**src/design/mipsPkg.sv**
```systemverilog
package mipsPkg;

    localparam int dataWidth    = 32;
    localparam int regAddrWidth = 5;

    typedef logic [dataWidth-1:0]    word_t;
    typedef logic [regAddrWidth-1:0] regAddr_t;

    // boot address of the instruction memory
    localparam word_t    resetPc = 32'h0000_3000;
    localparam regAddr_t linkReg = 5'd31;

    // primary opcode field, instr[31:26]
    typedef enum logic [5:0] {
        opSpecial = 6'b000000,
        opJal     = 6'b000011,
        opBeq     = 6'b000100,
        opBne     = 6'b000101,
        opOri     = 6'b001101,
        opLui     = 6'b001111,
        opLw      = 6'b100011,
        opSw      = 6'b101011
    } opcode_t;

    // function field of special, instr[5:0]
    typedef enum logic [5:0] {
        fnJr   = 6'b001000,
        fnAddu = 6'b100001,
        fnSubu = 6'b100011,
        fnAnd  = 6'b100100,
        fnOr   = 6'b100101,
        fnSlt  = 6'b101010
    } funct_t;

    typedef enum logic [2:0] {
        aluAdd,
        aluSub,
        aluAnd,
        aluOr,
        aluSlt,
        aluLui
    } aluOp_t;

    // writeback source
    typedef enum logic [1:0] {
        resAlu,
        resMem,
        resLink
    } resultSel_t;

endpackage

```
**src/design/pipeIf.sv**
```systemverilog
`timescale 1ns/1ns

// decode to execute register contents
interface decodeExecIf;
    mipsPkg::word_t      pc;
    mipsPkg::aluOp_t     aluOp;
    mipsPkg::word_t      srcA;
    mipsPkg::word_t      srcB;
    mipsPkg::word_t      storeData;
    mipsPkg::regAddr_t   destReg;
    logic                regWrite;
    logic                memWrite;
    logic                memRead;
    mipsPkg::resultSel_t resultSel;

    modport source (output pc, aluOp, srcA, srcB, storeData, destReg,
                    regWrite, memWrite, memRead, resultSel);
    modport sink   (input pc, aluOp, srcA, srcB, storeData, destReg,
                    regWrite, memWrite, memRead, resultSel);
endinterface

// execute to memory register contents
interface execMemIf;
    mipsPkg::word_t      pc;
    mipsPkg::word_t      aluResult;
    mipsPkg::word_t      storeData;
    mipsPkg::regAddr_t   destReg;
    logic                regWrite;
    logic                memWrite;
    logic                memRead;
    mipsPkg::resultSel_t resultSel;

    modport source (output pc, aluResult, storeData, destReg,
                    regWrite, memWrite, memRead, resultSel);
    modport sink   (input pc, aluResult, storeData, destReg,
                    regWrite, memWrite, memRead, resultSel);
endinterface

// later stages report their destinations back to decode
interface hazardIf;
    mipsPkg::regAddr_t execDest;
    logic              execWrite;
    mipsPkg::regAddr_t memDest;
    logic              memWrite;
    logic              memIsLoad;
    mipsPkg::word_t    memValue;
    mipsPkg::regAddr_t wbDest;
    logic              wbWrite;
    mipsPkg::word_t    wbValue;

    modport decode (input execDest, execWrite, memDest, memWrite, memIsLoad,
                    memValue, wbDest, wbWrite, wbValue);
    modport exec   (output execDest, execWrite);
    modport mem    (output memDest, memWrite, memIsLoad, memValue,
                    wbDest, wbWrite, wbValue);
endinterface

```
**src/design/decodeStage.sv**
```systemverilog
`timescale 1ns/1ns

module decodeStage (
    input  logic               clk,
    input  logic               rst,
    input  mipsPkg::word_t     pcD,
    input  mipsPkg::word_t     instrD,
    output logic               stall,
    output logic               takeJump,
    output mipsPkg::word_t     nextPc,
    hazardIf.decode            hz,
    decodeExecIf.source        de
);

    mipsPkg::opcode_t    opcode;
    mipsPkg::funct_t     funct;
    mipsPkg::regAddr_t   rs;
    mipsPkg::regAddr_t   rt;
    mipsPkg::regAddr_t   rd;
    mipsPkg::word_t      signImm;
    mipsPkg::word_t      zeroImm;
    mipsPkg::word_t      pcPlus4;

    mipsPkg::aluOp_t     aluOp;
    mipsPkg::resultSel_t resultSel;
    mipsPkg::regAddr_t   destReg;
    logic                regWrite;
    logic                memWrite;
    logic                memRead;
    logic                useImm;
    logic                signExt;
    logic                useRs;
    logic                useRt;
    logic                isBeq;
    logic                isBne;
    logic                isJal;
    logic                isJr;

    mipsPkg::word_t      regs [32];
    mipsPkg::word_t      rsFile;
    mipsPkg::word_t      rtFile;
    mipsPkg::word_t      rsVal;
    mipsPkg::word_t      rtVal;
    logic                rsHazard;
    logic                rtHazard;
    logic                branchTaken;

    assign opcode  = mipsPkg::opcode_t'(instrD[31:26]);
    assign funct   = mipsPkg::funct_t'(instrD[5:0]);
    assign rs      = instrD[25:21];
    assign rt      = instrD[20:16];
    assign rd      = instrD[15:11];
    assign signImm = {{16{instrD[15]}}, instrD[15:0]};
    assign zeroImm = {16'b0, instrD[15:0]};
    assign pcPlus4 = pcD + 32'd4;

    // unknown encodings fall through with every control low
    always_comb begin
        aluOp     = mipsPkg::aluAdd;
        resultSel = mipsPkg::resAlu;
        destReg   = rt;
        regWrite  = 1'b0;
        memWrite  = 1'b0;
        memRead   = 1'b0;
        useImm    = 1'b0;
        signExt   = 1'b0;
        useRs     = 1'b0;
        useRt     = 1'b0;
        isBeq     = 1'b0;
        isBne     = 1'b0;
        isJal     = 1'b0;
        isJr      = 1'b0;
        case (opcode)
            mipsPkg::opSpecial: begin
                destReg  = rd;
                regWrite = 1'b1;
                useRs    = 1'b1;
                useRt    = 1'b1;
                case (funct)
                    mipsPkg::fnAddu: aluOp = mipsPkg::aluAdd;
                    mipsPkg::fnSubu: aluOp = mipsPkg::aluSub;
                    mipsPkg::fnAnd:  aluOp = mipsPkg::aluAnd;
                    mipsPkg::fnOr:   aluOp = mipsPkg::aluOr;
                    mipsPkg::fnSlt:  aluOp = mipsPkg::aluSlt;
                    mipsPkg::fnJr: begin
                        regWrite = 1'b0;
                        useRt    = 1'b0;
                        isJr     = 1'b1;
                    end
                    default: begin
                        regWrite = 1'b0;
                        useRs    = 1'b0;
                        useRt    = 1'b0;
                    end
                endcase
            end
            mipsPkg::opOri: begin
                aluOp    = mipsPkg::aluOr;
                regWrite = 1'b1;
                useImm   = 1'b1;
                useRs    = 1'b1;
            end
            mipsPkg::opLui: begin
                aluOp    = mipsPkg::aluLui;
                regWrite = 1'b1;
                useImm   = 1'b1;
            end
            mipsPkg::opLw: begin
                regWrite  = 1'b1;
                memRead   = 1'b1;
                resultSel = mipsPkg::resMem;
                useImm    = 1'b1;
                signExt   = 1'b1;
                useRs     = 1'b1;
            end
            mipsPkg::opSw: begin
                memWrite = 1'b1;
                useImm   = 1'b1;
                signExt  = 1'b1;
                useRs    = 1'b1;
                useRt    = 1'b1;
            end
            mipsPkg::opBeq: begin
                isBeq = 1'b1;
                useRs = 1'b1;
                useRt = 1'b1;
            end
            mipsPkg::opBne: begin
                isBne = 1'b1;
                useRs = 1'b1;
                useRt = 1'b1;
            end
            mipsPkg::opJal: begin
                destReg   = mipsPkg::linkReg;
                regWrite  = 1'b1;
                resultSel = mipsPkg::resLink;
                isJal     = 1'b1;
            end
            default: ;
        endcase
    end

    // register file, written from writeback
    always_ff @(posedge clk) begin
        if (hz.wbWrite) begin
            regs[hz.wbDest] <= hz.wbValue;
        end
    end

    // reads see a write of the same cycle
    assign rsFile = (rs == '0) ? '0 :
                    (hz.wbWrite && hz.wbDest == rs) ? hz.wbValue : regs[rs];
    assign rtFile = (rt == '0) ? '0 :
                    (hz.wbWrite && hz.wbDest == rt) ? hz.wbValue : regs[rt];

    // a load in memory has no value yet, it stalls instead
    assign rsVal = (hz.memWrite && !hz.memIsLoad && hz.memDest == rs) ? hz.memValue : rsFile;
    assign rtVal = (hz.memWrite && !hz.memIsLoad && hz.memDest == rt) ? hz.memValue : rtFile;

    assign rsHazard = useRs && ((hz.execWrite && hz.execDest == rs) ||
                                (hz.memWrite && hz.memIsLoad && hz.memDest == rs));
    assign rtHazard = useRt && ((hz.execWrite && hz.execDest == rt) ||
                                (hz.memWrite && hz.memIsLoad && hz.memDest == rt));
    assign stall    = rsHazard || rtHazard;

    assign branchTaken = (isBeq && rsVal == rtVal) || (isBne && rsVal != rtVal);
    assign takeJump    = !stall && (branchTaken || isJal || isJr);
    assign nextPc      = isJr  ? rsVal :
                         isJal ? {pcPlus4[31:28], instrD[25:0], 2'b00} :
                                 pcPlus4 + {signImm[29:0], 2'b00};

    // decode/execute register, a stall turns it into a bubble
    always_ff @(posedge clk) begin
        if (rst || stall) begin
            de.regWrite <= 1'b0;
            de.memWrite <= 1'b0;
            de.memRead  <= 1'b0;
        end else begin
            // writes to register 0 never leave decode
            de.regWrite <= regWrite && (destReg != '0);
            de.memWrite <= memWrite;
            de.memRead  <= memRead;
        end
    end

    always_ff @(posedge clk) begin
        de.pc        <= pcD;
        de.aluOp     <= aluOp;
        de.srcA      <= rsVal;
        de.srcB      <= useImm ? (signExt ? signImm : zeroImm) : rtVal;
        de.storeData <= rtVal;
        de.destReg   <= destReg;
        de.resultSel <= resultSel;
    end

endmodule

```
**src/design/executeStage.sv**
```systemverilog
`timescale 1ns/1ns

module executeStage (
    input logic         clk,
    input logic         rst,
    decodeExecIf.sink   de,
    execMemIf.source    em,
    hazardIf.exec       hz
);

    mipsPkg::word_t aluResult;

    always_comb begin
        case (de.aluOp)
            mipsPkg::aluSub: aluResult = de.srcA - de.srcB;
            mipsPkg::aluAnd: aluResult = de.srcA & de.srcB;
            mipsPkg::aluOr:  aluResult = de.srcA | de.srcB;
            mipsPkg::aluSlt: begin
                aluResult = {{(mipsPkg::dataWidth - 1){1'b0}},
                             ($signed(de.srcA) < $signed(de.srcB))};
            end
            // immediate goes to the upper half
            mipsPkg::aluLui: aluResult = {de.srcB[15:0], 16'b0};
            default:         aluResult = de.srcA + de.srcB;
        endcase
    end

    // any writer here is too young to forward
    assign hz.execDest  = de.destReg;
    assign hz.execWrite = de.regWrite;

    always_ff @(posedge clk) begin
        if (rst) begin
            em.regWrite <= 1'b0;
            em.memWrite <= 1'b0;
            em.memRead  <= 1'b0;
        end else begin
            em.regWrite <= de.regWrite;
            em.memWrite <= de.memWrite;
            em.memRead  <= de.memRead;
        end
    end

    always_ff @(posedge clk) begin
        em.pc        <= de.pc;
        em.aluResult <= aluResult;
        em.storeData <= de.storeData;
        em.destReg   <= de.destReg;
        em.resultSel <= de.resultSel;
    end

endmodule

```
**src/design/fetchStage.sv**
```systemverilog
`timescale 1ns/1ns

module fetchStage (
    input  logic           clk,
    input  logic           rst,
    input  logic           stall,
    input  logic           takeJump,
    input  mipsPkg::word_t nextPc,
    input  mipsPkg::word_t instRdata,
    output mipsPkg::word_t instAddr,
    output mipsPkg::word_t pcD,
    output mipsPkg::word_t instrD
);

    mipsPkg::word_t pc;

    assign instAddr = pc;

    // the delay slot is the instruction fetched while the branch decodes
    always_ff @(posedge clk) begin
        if (rst) begin
            pc <= mipsPkg::resetPc;
        end else if (!stall) begin
            if (takeJump) begin
                pc <= nextPc;
            end else begin
                pc <= pc + 32'd4;
            end
        end
    end

    // fetch/decode register, an all-zero word is a nop
    always_ff @(posedge clk) begin
        if (rst) begin
            instrD <= '0;
        end else if (!stall) begin
            instrD <= instRdata;
        end
    end

    always_ff @(posedge clk) begin
        if (!stall) begin
            pcD <= pc;
        end
    end

endmodule

```
**src/design/memWbStage.sv**
```systemverilog
`timescale 1ns/1ns

module memWbStage (
    input  logic              clk,
    input  logic              rst,
    execMemIf.sink            em,
    hazardIf.mem              hz,
    input  mipsPkg::word_t    dataRdata,
    output mipsPkg::word_t    dataAddr,
    output mipsPkg::word_t    dataWdata,
    output logic              dataWe,
    output logic              grfWe,
    output mipsPkg::regAddr_t grfAddr,
    output mipsPkg::word_t    grfWdata,
    output mipsPkg::word_t    wbPc
);

    mipsPkg::word_t      memValue;
    logic                wbWrite;
    mipsPkg::regAddr_t   wbDest;
    mipsPkg::word_t      wbPcQ;
    mipsPkg::word_t      wbAluValue;
    mipsPkg::word_t      wbLoadData;
    mipsPkg::resultSel_t wbSel;
    mipsPkg::word_t      wbValue;

    // full-word accesses only
    assign dataAddr  = em.aluResult;
    assign dataWdata = em.storeData;
    assign dataWe    = em.memWrite;

    // link value is pc+8, past the delay slot
    assign memValue = (em.resultSel == mipsPkg::resLink) ? em.pc + 32'd8 : em.aluResult;

    assign hz.memDest   = em.destReg;
    assign hz.memWrite  = em.regWrite;
    assign hz.memIsLoad = em.memRead;
    assign hz.memValue  = memValue;

    always_ff @(posedge clk) begin
        if (rst) begin
            wbWrite <= 1'b0;
        end else begin
            wbWrite <= em.regWrite;
        end
    end

    always_ff @(posedge clk) begin
        wbDest     <= em.destReg;
        wbPcQ      <= em.pc;
        wbAluValue <= memValue;
        wbLoadData <= dataRdata;
        wbSel      <= em.resultSel;
    end

    assign wbValue = (wbSel == mipsPkg::resMem) ? wbLoadData : wbAluValue;

    assign hz.wbDest  = wbDest;
    assign hz.wbWrite = wbWrite;
    assign hz.wbValue = wbValue;

    assign grfWe    = wbWrite;
    assign grfAddr  = wbDest;
    assign grfWdata = wbValue;
    assign wbPc     = wbPcQ;

endmodule

```
**src/design/mipsCpu.sv**
```systemverilog
`timescale 1ns/1ns

module mipsCpu (
    input  logic              clk,
    input  logic              rst,
    output mipsPkg::word_t    instAddr,
    input  mipsPkg::word_t    instRdata,
    output mipsPkg::word_t    dataAddr,
    input  mipsPkg::word_t    dataRdata,
    output mipsPkg::word_t    dataWdata,
    output logic              dataWe,
    output logic              grfWe,
    output mipsPkg::regAddr_t grfAddr,
    output mipsPkg::word_t    grfWdata,
    output mipsPkg::word_t    wbPc
);

    logic           stall;
    logic           takeJump;
    mipsPkg::word_t nextPc;
    mipsPkg::word_t pcD;
    mipsPkg::word_t instrD;

    decodeExecIf deBus ();
    execMemIf    emBus ();
    hazardIf     hzBus ();

    fetchStage fetch (
        .clk       (clk),
        .rst       (rst),
        .stall     (stall),
        .takeJump  (takeJump),
        .nextPc    (nextPc),
        .instRdata (instRdata),
        .instAddr  (instAddr),
        .pcD       (pcD),
        .instrD    (instrD)
    );

    decodeStage decode (
        .clk      (clk),
        .rst      (rst),
        .pcD      (pcD),
        .instrD   (instrD),
        .stall    (stall),
        .takeJump (takeJump),
        .nextPc   (nextPc),
        .hz       (hzBus.decode),
        .de       (deBus.source)
    );

    executeStage execute (
        .clk (clk),
        .rst (rst),
        .de  (deBus.sink),
        .em  (emBus.source),
        .hz  (hzBus.exec)
    );

    memWbStage memWb (
        .clk       (clk),
        .rst       (rst),
        .em        (emBus.sink),
        .hz        (hzBus.mem),
        .dataRdata (dataRdata),
        .dataAddr  (dataAddr),
        .dataWdata (dataWdata),
        .dataWe    (dataWe),
        .grfWe     (grfWe),
        .grfAddr   (grfAddr),
        .grfWdata  (grfWdata),
        .wbPc      (wbPc)
    );

endmodule

```
**config.mk**
```make
export PLATFORM = sky130hd
export DESIGN_NAME = mipsCpu
export DESIGN_NICKNAME = d
export VERILOG_FILES = /design/src/design/mipsPkg.sv /design/src/design/pipeIf.sv /design/src/design/decodeStage.sv /design/src/design/executeStage.sv /design/src/design/fetchStage.sv /design/src/design/memWbStage.sv /design/src/design/mipsCpu.sv
export SDC_FILE = /design/constraint.sdc
export NUM_CORES = 2
export LEC_CHECK = 0
export BUFFER_PORTS_ARGS = -buffer_cell sky130_fd_sc_hd__buf_2
export CORE_MARGIN = 4
export CORE_UTILIZATION = 50
export CTS_BUF_LIST = sky130_fd_sc_hd__clkbuf_8 sky130_fd_sc_hd__clkbuf_16
export DETAILED_ROUTE_END_ITERATION = 16
export PLACE_DENSITY = 0.64
export SYNTH_ARGS = -nofsm -noshare
export SYNTH_HDL_FRONTEND = slang
export SYNTH_HIERARCHICAL = 1
export SYNTH_SLANG_ARGS = --single-unit
export TNS_END_PERCENT = 5
```
**constraint.sdc**
```tcl
create_clock -name clk -period 14 [get_ports clk]
set_clock_uncertainty 0.05 [all_clocks]
set_input_delay 1.4 -clock clk [delete_from_list [all_inputs] [get_ports clk]]
set_output_delay 1.4 -clock clk [all_outputs]
set_load 0.05 [all_outputs]
```
Yosys cells after proc, flatten, opt, wreduce, memory -nomap -nowiden
Memory sizes are Yosys's and may differ from the RTL's. A register that Yosys moved wholly into a read port is not among the register bits.
Cells that the tools add are included.
{"block": "totals", "n_memories": 1, "input_bits": 66, "reg_bits": 447, "out_inout_bits": 167, "wordCells": 139, "ram_bits": 1024}
{"name": "decode.regs", "words": 32, "width": 32, "read_ports": 2, "rd_ports_with_merged_regs": 2, "wr": 1, "line_no": "decodeStage.sv:39", "rtl": "mipsPkg::word_t regs [32];"}
{"block": "op_classes", "reduce_logical": 36, "mux": 38, "magnitude_cmp": 1, "n_eq_ne": 28, "bitwise_logic": 2, "add_sub_neg": 6}
{"op": "32-bit 2-to-1 mux", "n": 13}
{"op": "32-bit one-hot mux with 5 select lines", "n": 1}
{"op": "32-bit by 3-bit adder with 32-bit output, second input constant", "n": 2}
{"op": "32-bit adder", "n": 2}
{"op": "6-bit equality test, second input constant", "n": 7}
{"op": "32-bit by 4-bit adder with 32-bit output, second input constant", "n": 1}
{"op": "32-bit AND", "n": 1}
{"op": "32-bit equality test", "n": 1}
{"op": "32-bit less-than comparator", "n": 1}
{"op": "32-bit != test", "n": 1}
{"op": "32-bit OR", "n": 1}
{"op": "32-bit subtractor", "n": 1}
{"op": "5-bit equality test", "n": 6}
{"op": "5-bit 2-to-1 mux", "n": 4}
{"op": "6-bit by 4-bit equality test with 1-bit output, second input constant", "n": 3}
{"op": "1-bit logical AND", "n": 16}
{"op": "1-bit 2-to-1 mux", "n": 13}
{"op": "6-bit by 3-bit equality test with 1-bit output, second input constant", "n": 2}
{"op": "3-bit one-hot mux with 4 select lines", "n": 1}
{"op": "5-bit logical NOT", "n": 2}
{"op": "5-bit one-hot mux with 2 select lines", "n": 1}
{"op": "5-bit OR reduction", "n": 2}
{"op": "3-bit one-hot mux with 3 select lines", "n": 1}
{"op": "4-bit OR reduction", "n": 2}
{"op": "15 further kinds", "n": 26}

Logic depth before layout (Yosys ltp)
{"block": "logic_depth", "word_depth": 12, "depth_mapped": 24}

By module
Netlist, hierarchy kept.
{"mod": "decodeStage", "instances": 1, "area_each_um2": 55547.0, "cells_per_inst": 3451, "seq_area_each_um2": 33572.2}
{"mod": "executeStage", "instances": 1, "area_each_um2": 7425.9, "cells_per_inst": 935, "seq_area_each_um2": 2122.0}
{"mod": "memWbStage", "instances": 1, "area_each_um2": 4272.8, "cells_per_inst": 422, "seq_area_each_um2": 2082.0}
{"mod": "fetchStage", "instances": 1, "area_each_um2": 4196.5, "cells_per_inst": 406, "seq_area_each_um2": 2242.2}

Worst setup path before layout
OpenSTA, ideal clock, no wires.
{"block": "synth_path", "path_type": "register -> register", "startpoint": "register memWb.wbDest[3] (netlist: memWb/grfAddr[3])", "endpoint": "register fetch.pc[15] (netlist: fetch/instAddr[15])", "n_path_buf": 6, "synth_period_minus_slack_ns": 4.923, "required_ns": 13.822, "path_stages_with_launch": 20, "slack_ns": 9.077, "arrival_time_ns": 4.746, "cell_sequence": "dfxtp_1 -> buf_4 -> clkbuf_1 -> xnor2_1 -> nand4_1 -> nor2_1 -> nor2_1 -> buf_2 -> a222oi_1 -> xnor2_1 -> nand2_1 -> or4_1 -> or4_1 -> nand3_1 -> clkbuf_1 -> clkbuf_1 -> clkbuf_1 -> o21ai_0 -> a2bb2oi_1 -> nor2_1"}
{"block": "synth_between", "elab_chain_cells": 12, "elab_cells_between_ends": 20, "classes_between": "eq/ne: 4; mux: 8; reduce/logical: 8"}
{"item": "start, declared", "line_no": "memWbStage.sv:20", "rtl": "mipsPkg::regAddr_t wbDest;"}
{"item": "start signal, assigned", "line_no": "memWbStage.sv:49", "rtl": "wbDest <= em.destReg;"}
{"item": "5-bit equality test, on equally long branches", "line_no": "decodeStage.sv:152, decodeStage.sv:154"}
{"item": "1-bit logical AND, on equally long branches", "line_no": "decodeStage.sv:152, decodeStage.sv:154"}
{"item": "32-bit 2-to-1 mux, on equally long branches", "line_no": "decodeStage.sv:152, decodeStage.sv:154"}
{"item": "32-bit 2-to-1 mux, on equally long branches", "line_no": "decodeStage.sv:151, decodeStage.sv:153"}
{"item": "32-bit 2-to-1 mux, on equally long branches", "line_no": "decodeStage.sv:157, decodeStage.sv:158"}
{"item": "32-bit equality test or 32-bit != test (tied branches)", "line_no": "decodeStage.sv:166", "rtl": "assign branchTaken = (isBeq && rsVal == rtVal) || (isBne && rsVal != rtVal);"}
{"item": "1-bit logical AND", "line_no": "decodeStage.sv:166"}
{"item": "1-bit logical OR (*)", "line_no": "decodeStage.sv:166"}
{"item": "1-bit logical OR (*) (2 in a row)", "line_no": "decodeStage.sv:167", "rtl": "assign takeJump = !stall && (branchTaken || isJal || isJr);"}
{"item": "1-bit logical AND (*)", "line_no": "decodeStage.sv:167"}
{"item": "named net takeJump", "line_no": "mipsCpu.sv:19", "rtl": "logic takeJump;"}
{"item": "32-bit 2-to-1 mux (*)", "line_no": "fetchStage.sv:24", "rtl": "if (takeJump) begin"}
{"item": "end signal, assigned", "line_no": "fetchStage.sv:22", "rtl": "pc <= mipsPkg::resetPc;"}
{"item": "end signal, assigned", "line_no": "fetchStage.sv:25", "rtl": "pc <= nextPc;"}
{"item": "end signal, assigned", "line_no": "fetchStage.sv:27", "rtl": "pc <= pc + 32'd4;"}
{"item": "end, declared", "line_no": "fetchStage.sv:15", "rtl": "mipsPkg::word_t pc;"}
Mark *: on every way through the listed nets, which the timed path passes. The rest lies on a longest branch.
A chain may end at the register's enable or synchronous reset.

Worst setup path in the final report
{"block": "layout_path", "startpoint": "register fetch.instrD[22]", "endpoint": "register fetch.pc[20] (netlist: fetch/instAddr[20])"}
{"block": "layout_between", "elab_chain_cells": 12, "elab_cells_between_ends": 25, "classes_between": "eq/ne: 5; mux: 5; reduce/logical: 15"}
{"item": "start, declared", "line_no": "fetchStage.sv:12", "rtl": "output mipsPkg::word_t instrD"}
{"item": "start signal, assigned", "line_no": "fetchStage.sv:37", "rtl": "instrD <= instRdata;"}
{"item": "5-bit equality test", "line_no": "decodeStage.sv:152", "rtl": "(hz.wbWrite && hz.wbDest == rs) ? hz.wbValue : regs[rs];"}
{"item": "1-bit logical AND", "line_no": "decodeStage.sv:152"}
{"item": "32-bit 2-to-1 mux", "line_no": "decodeStage.sv:152"}
{"item": "32-bit 2-to-1 mux", "line_no": "decodeStage.sv:151", "rtl": "assign rsFile = (rs == '0) ? '0 :"}
{"item": "32-bit 2-to-1 mux", "line_no": "decodeStage.sv:157", "rtl": "assign rsVal = (hz.memWrite && !hz.memIsLoad && hz.memDest == rs) ? hz.memValue : rsFile;"}
{"item": "32-bit equality test or 32-bit != test (tied branches)", "line_no": "decodeStage.sv:166"}
{"item": "1-bit logical AND", "line_no": "decodeStage.sv:166"}
{"item": "1-bit logical OR", "line_no": "decodeStage.sv:166"}
{"item": "1-bit logical OR (2 in a row)", "line_no": "decodeStage.sv:167"}
{"item": "1-bit logical AND (*)", "line_no": "decodeStage.sv:167"}
{"item": "named net takeJump", "line_no": "mipsCpu.sv:19"}
{"item": "32-bit 2-to-1 mux (*)", "line_no": "fetchStage.sv:24"}
Marked as above.

==> flow_summary.ini <==
[worst_setup_path]
cp.depth = 17
r2r_cells = 17
cpLargestDelayFamily = simple AND/OR/NAND/NOR gates
worstReg2RegStart = fetch/instrD[22]
path_buf_inv = 3
cp_max_fo = 117
cp.required_ns = 14.66
startpoint = fetch/instrD[22]
critPathArrivalTime_ns = 8.54
start_kind = flop
ff2ff_setup_slack_ns = 6.13
path_cells = buf_4, buf_12, mux4_2, a22o_1, a221oi_1, o311ai_0, a222oi_1, xnor2_1, nand4_1, or4_1, or4_1, nand3_1, buf_4, nor2b_1, a21oi_1, o21a_1, nor3_1
critPathCaptureType = flop
reg2reg_to = fetch/instAddr[20]
cp_slowest_cell = nor2b_1
critical-path-max-stage-delay_ns = 0.99
timing_worst_setup_path_type = flop to flop

[min_path]
hold_class = flop to flop
hold_depth = 0
min_to = execute/em.storeData[6]
min_from = decode/de.storeData[6]

[final_layout]
fillers = 11500
largest_reg_flops = 1024
nets = 5503
final_area_sq_um = 78800
drive_above_1_share = 0.210
area_growth_pct = 10.3
largest-register = decode/regs
fin_util = 0.556

[power]
peakVddDrop_mv = 0.229
power.leakage_nw = 27.5
p_per_area_nw_per_um2 = 152

[yosys]
ys.flop_type = edfxtp_1
netlist_top_cells_count = edfxtp_1, dfxtp_1, mux4_2, mux2i_1, nor2_1
synth_top_family_by_area = multiplexers
synth.distinct_cells = 109
synth_top_area_cell = edfxtp_1
synth_edf_count = 1056
synth_xor_area_frac = 0.0147
netlist_instances = 5214
ys_seq_area_frac = 0.560
synth-simple-area-share = 0.0726
synthArstFlopShare = 0
synth_compound_area_frac = 0.102
yosys.area_share.adder = 0.0241
netlist_top_cells_area = edfxtp_1, mux4_2, dfxtp_1
synth_seq_cells = 1471
synth_area_sq_um = 71400
avgSynthCellArea_sq_um = 13.7
synthMuxAreaShare = 0.179
yosys.area.top_type_share = 0.444
yosysWarnings = 6
synth_fp_nets = 5416
yosysMostFrequentCell = edfxtp_1

[drt]
final_antenna_net_count = 0
vias_per_cell = 6.85
dr_total_vias = 50200
drc = 0
met2_length_um = 117000
drt-total-wl_um = 262000
top_layer = met5
drt_iter0_drc = 7184
drt-wirelength-per-cell_um = 35.7
wl_met3_um = 31700
drt-met1-wl_um = 93900
dr.pass1.iters = 8

[clocking]
insertion_delay_ns = 0.80
cts.path.max_buffers = 3
clock-root-buffer = clkbuf_16
clk_pin_slew_ns = 0.06
hold_buffers = 0
cts_tree = built
ctsResizeCount = 0
cts_buffers = 156
post-cts-setup-buffer-count = 0
clock_sinks = 1471
htreeDepth = 4

[floorplan]
io_pins = 233
fp.coreArea_sq_um = 142000
die_x_um = 386
initial_core_util = 0.504
rows = 138
dieArea_sq_um = 149000
fp.dieH_um = 386

[sta]
rsz0062_at_grt = false
tightest_slew_ns = 1.35
finalCritPeriodShare = 0.562
relSlewSlack = 0.0738
tns_ns = 0
setup_violations = 0
fin_crit_ns = 7.87
clock.fmax_mhz = 127
hold_violations = 0
slew_viol_final = 0

[global_routing]
grt_max_degree = 118
grt_overflow = 0
grt_pass1_vias = 48300
antenna_found_initial = 24
grt_pass1_wl_um = 363000
track_usage = 0.345

[status]
outcome = complete, no violations

[placement]
port_buffers = 232
placed_cell_area_sq_um = 73700
hpwlAfterDp_um = 170000
gp_congestion = 1.00

[flow_run]
maxCapViolCount = 0
-- report_power, final --
| part | total [W] | switching (W) | internal [W] |
|---|---|---|---|
| clock network | 0.00409 | 0.00177 | 0.00232 |
| logic | 0.00249 | 0.00189 | 0.000596 |
| registers | 0.00542 | 0.000191 | 0.00523 |
| total | 0.0120 | 0.00385 | 0.00814 |
-- area by class of cell --
cell class              instances  area, sq um  area share
repair buffers                364         2230      0.0283
multi-input cells            3134        28400       0.361
well taps                    1890         2360      0.0300
clock inverters               115          852      0.0108
flip-flops and latches       1471        40000       0.508
clock buffers                 172         4230      0.0536
diodes                         11         27.5    0.000349
inverters                     174          653     0.00829
-- metal layers --
layer,track usage,vias up
met4,0.210,22
met5,0,-
met1,0.439,25400
li1,-,20600
met3,0.0991,803
met2,0.526,3481
-- cell families after synthesis --
kind of cell	after synthesis
AOI/OAI and AO/OA	1062
xor gates and xnor gates	120
adders and majority gates	136
buffers and inverters	609
DFF	1471
muxes	772
and+or+nand+nor	1044
-- worst max-delay path by stage --
stage | slack (ns) | to
floorplan | 9.08 | fetch/instAddr[15]
global placement | 6.42 | fetch/instAddr[20]
detailed placement | 6.38 | fetch/instAddr[20]
CTS | 6.36 | fetch/instAddr[20]
global route | 5.95 | fetch/instAddr[20]
finish | 6.13 | fetch/instAddr[20]
-- metrics by stage --
step | power [W] | hold WS (ns) | instances | worst slack (ns)
2_1_floorplan | 0.00703 | 0.260 | 5214 | 9.08
5_1_grt | 0.0123 | 0.280 | 7323 | 5.95
3_3_place_gp | 0.00788 | 0.260 | 7033 | 6.42
3_5_place_dp | 0.00790 | 0.262 | 7033 | 6.38
6_report | 0.0120 | 0.274 | 7331 | 6.13
4_1_cts | 0.0119 | 0.275 | 7320 | 6.36
-- layout by cell type, fill, tap and decap left out, types with 43 or more instances in the layout --
cell | netlist | final
o22ai_1 | 55 | 54
dfxtp_1 | 415 | 405
and3_1 | 48 | 48
buf_4 | 155 | 126
clkbuf_16 | 0 | 165
nand2_1 | 276 | 276
inv_1 | 169 | 207
mux4_2 | 383 | 383
o21ai_0 | 185 | 182
a31oi_1 | 43 | 43
xnor2_1 | 76 | 76
a21oi_1 | 207 | 206
nand3_1 | 111 | 111
nand4_1 | 62 | 62
nor2_1 | 278 | 238
a22oi_1 | 190 | 190
edfxtp_1 | 1056 | 1056
buf_2 | 83 | 232
mux2i_1 | 338 | 338
xor2_1 | 44 | 44
ha_1 | 133 | 133
(Power assumes the default switching activity.)
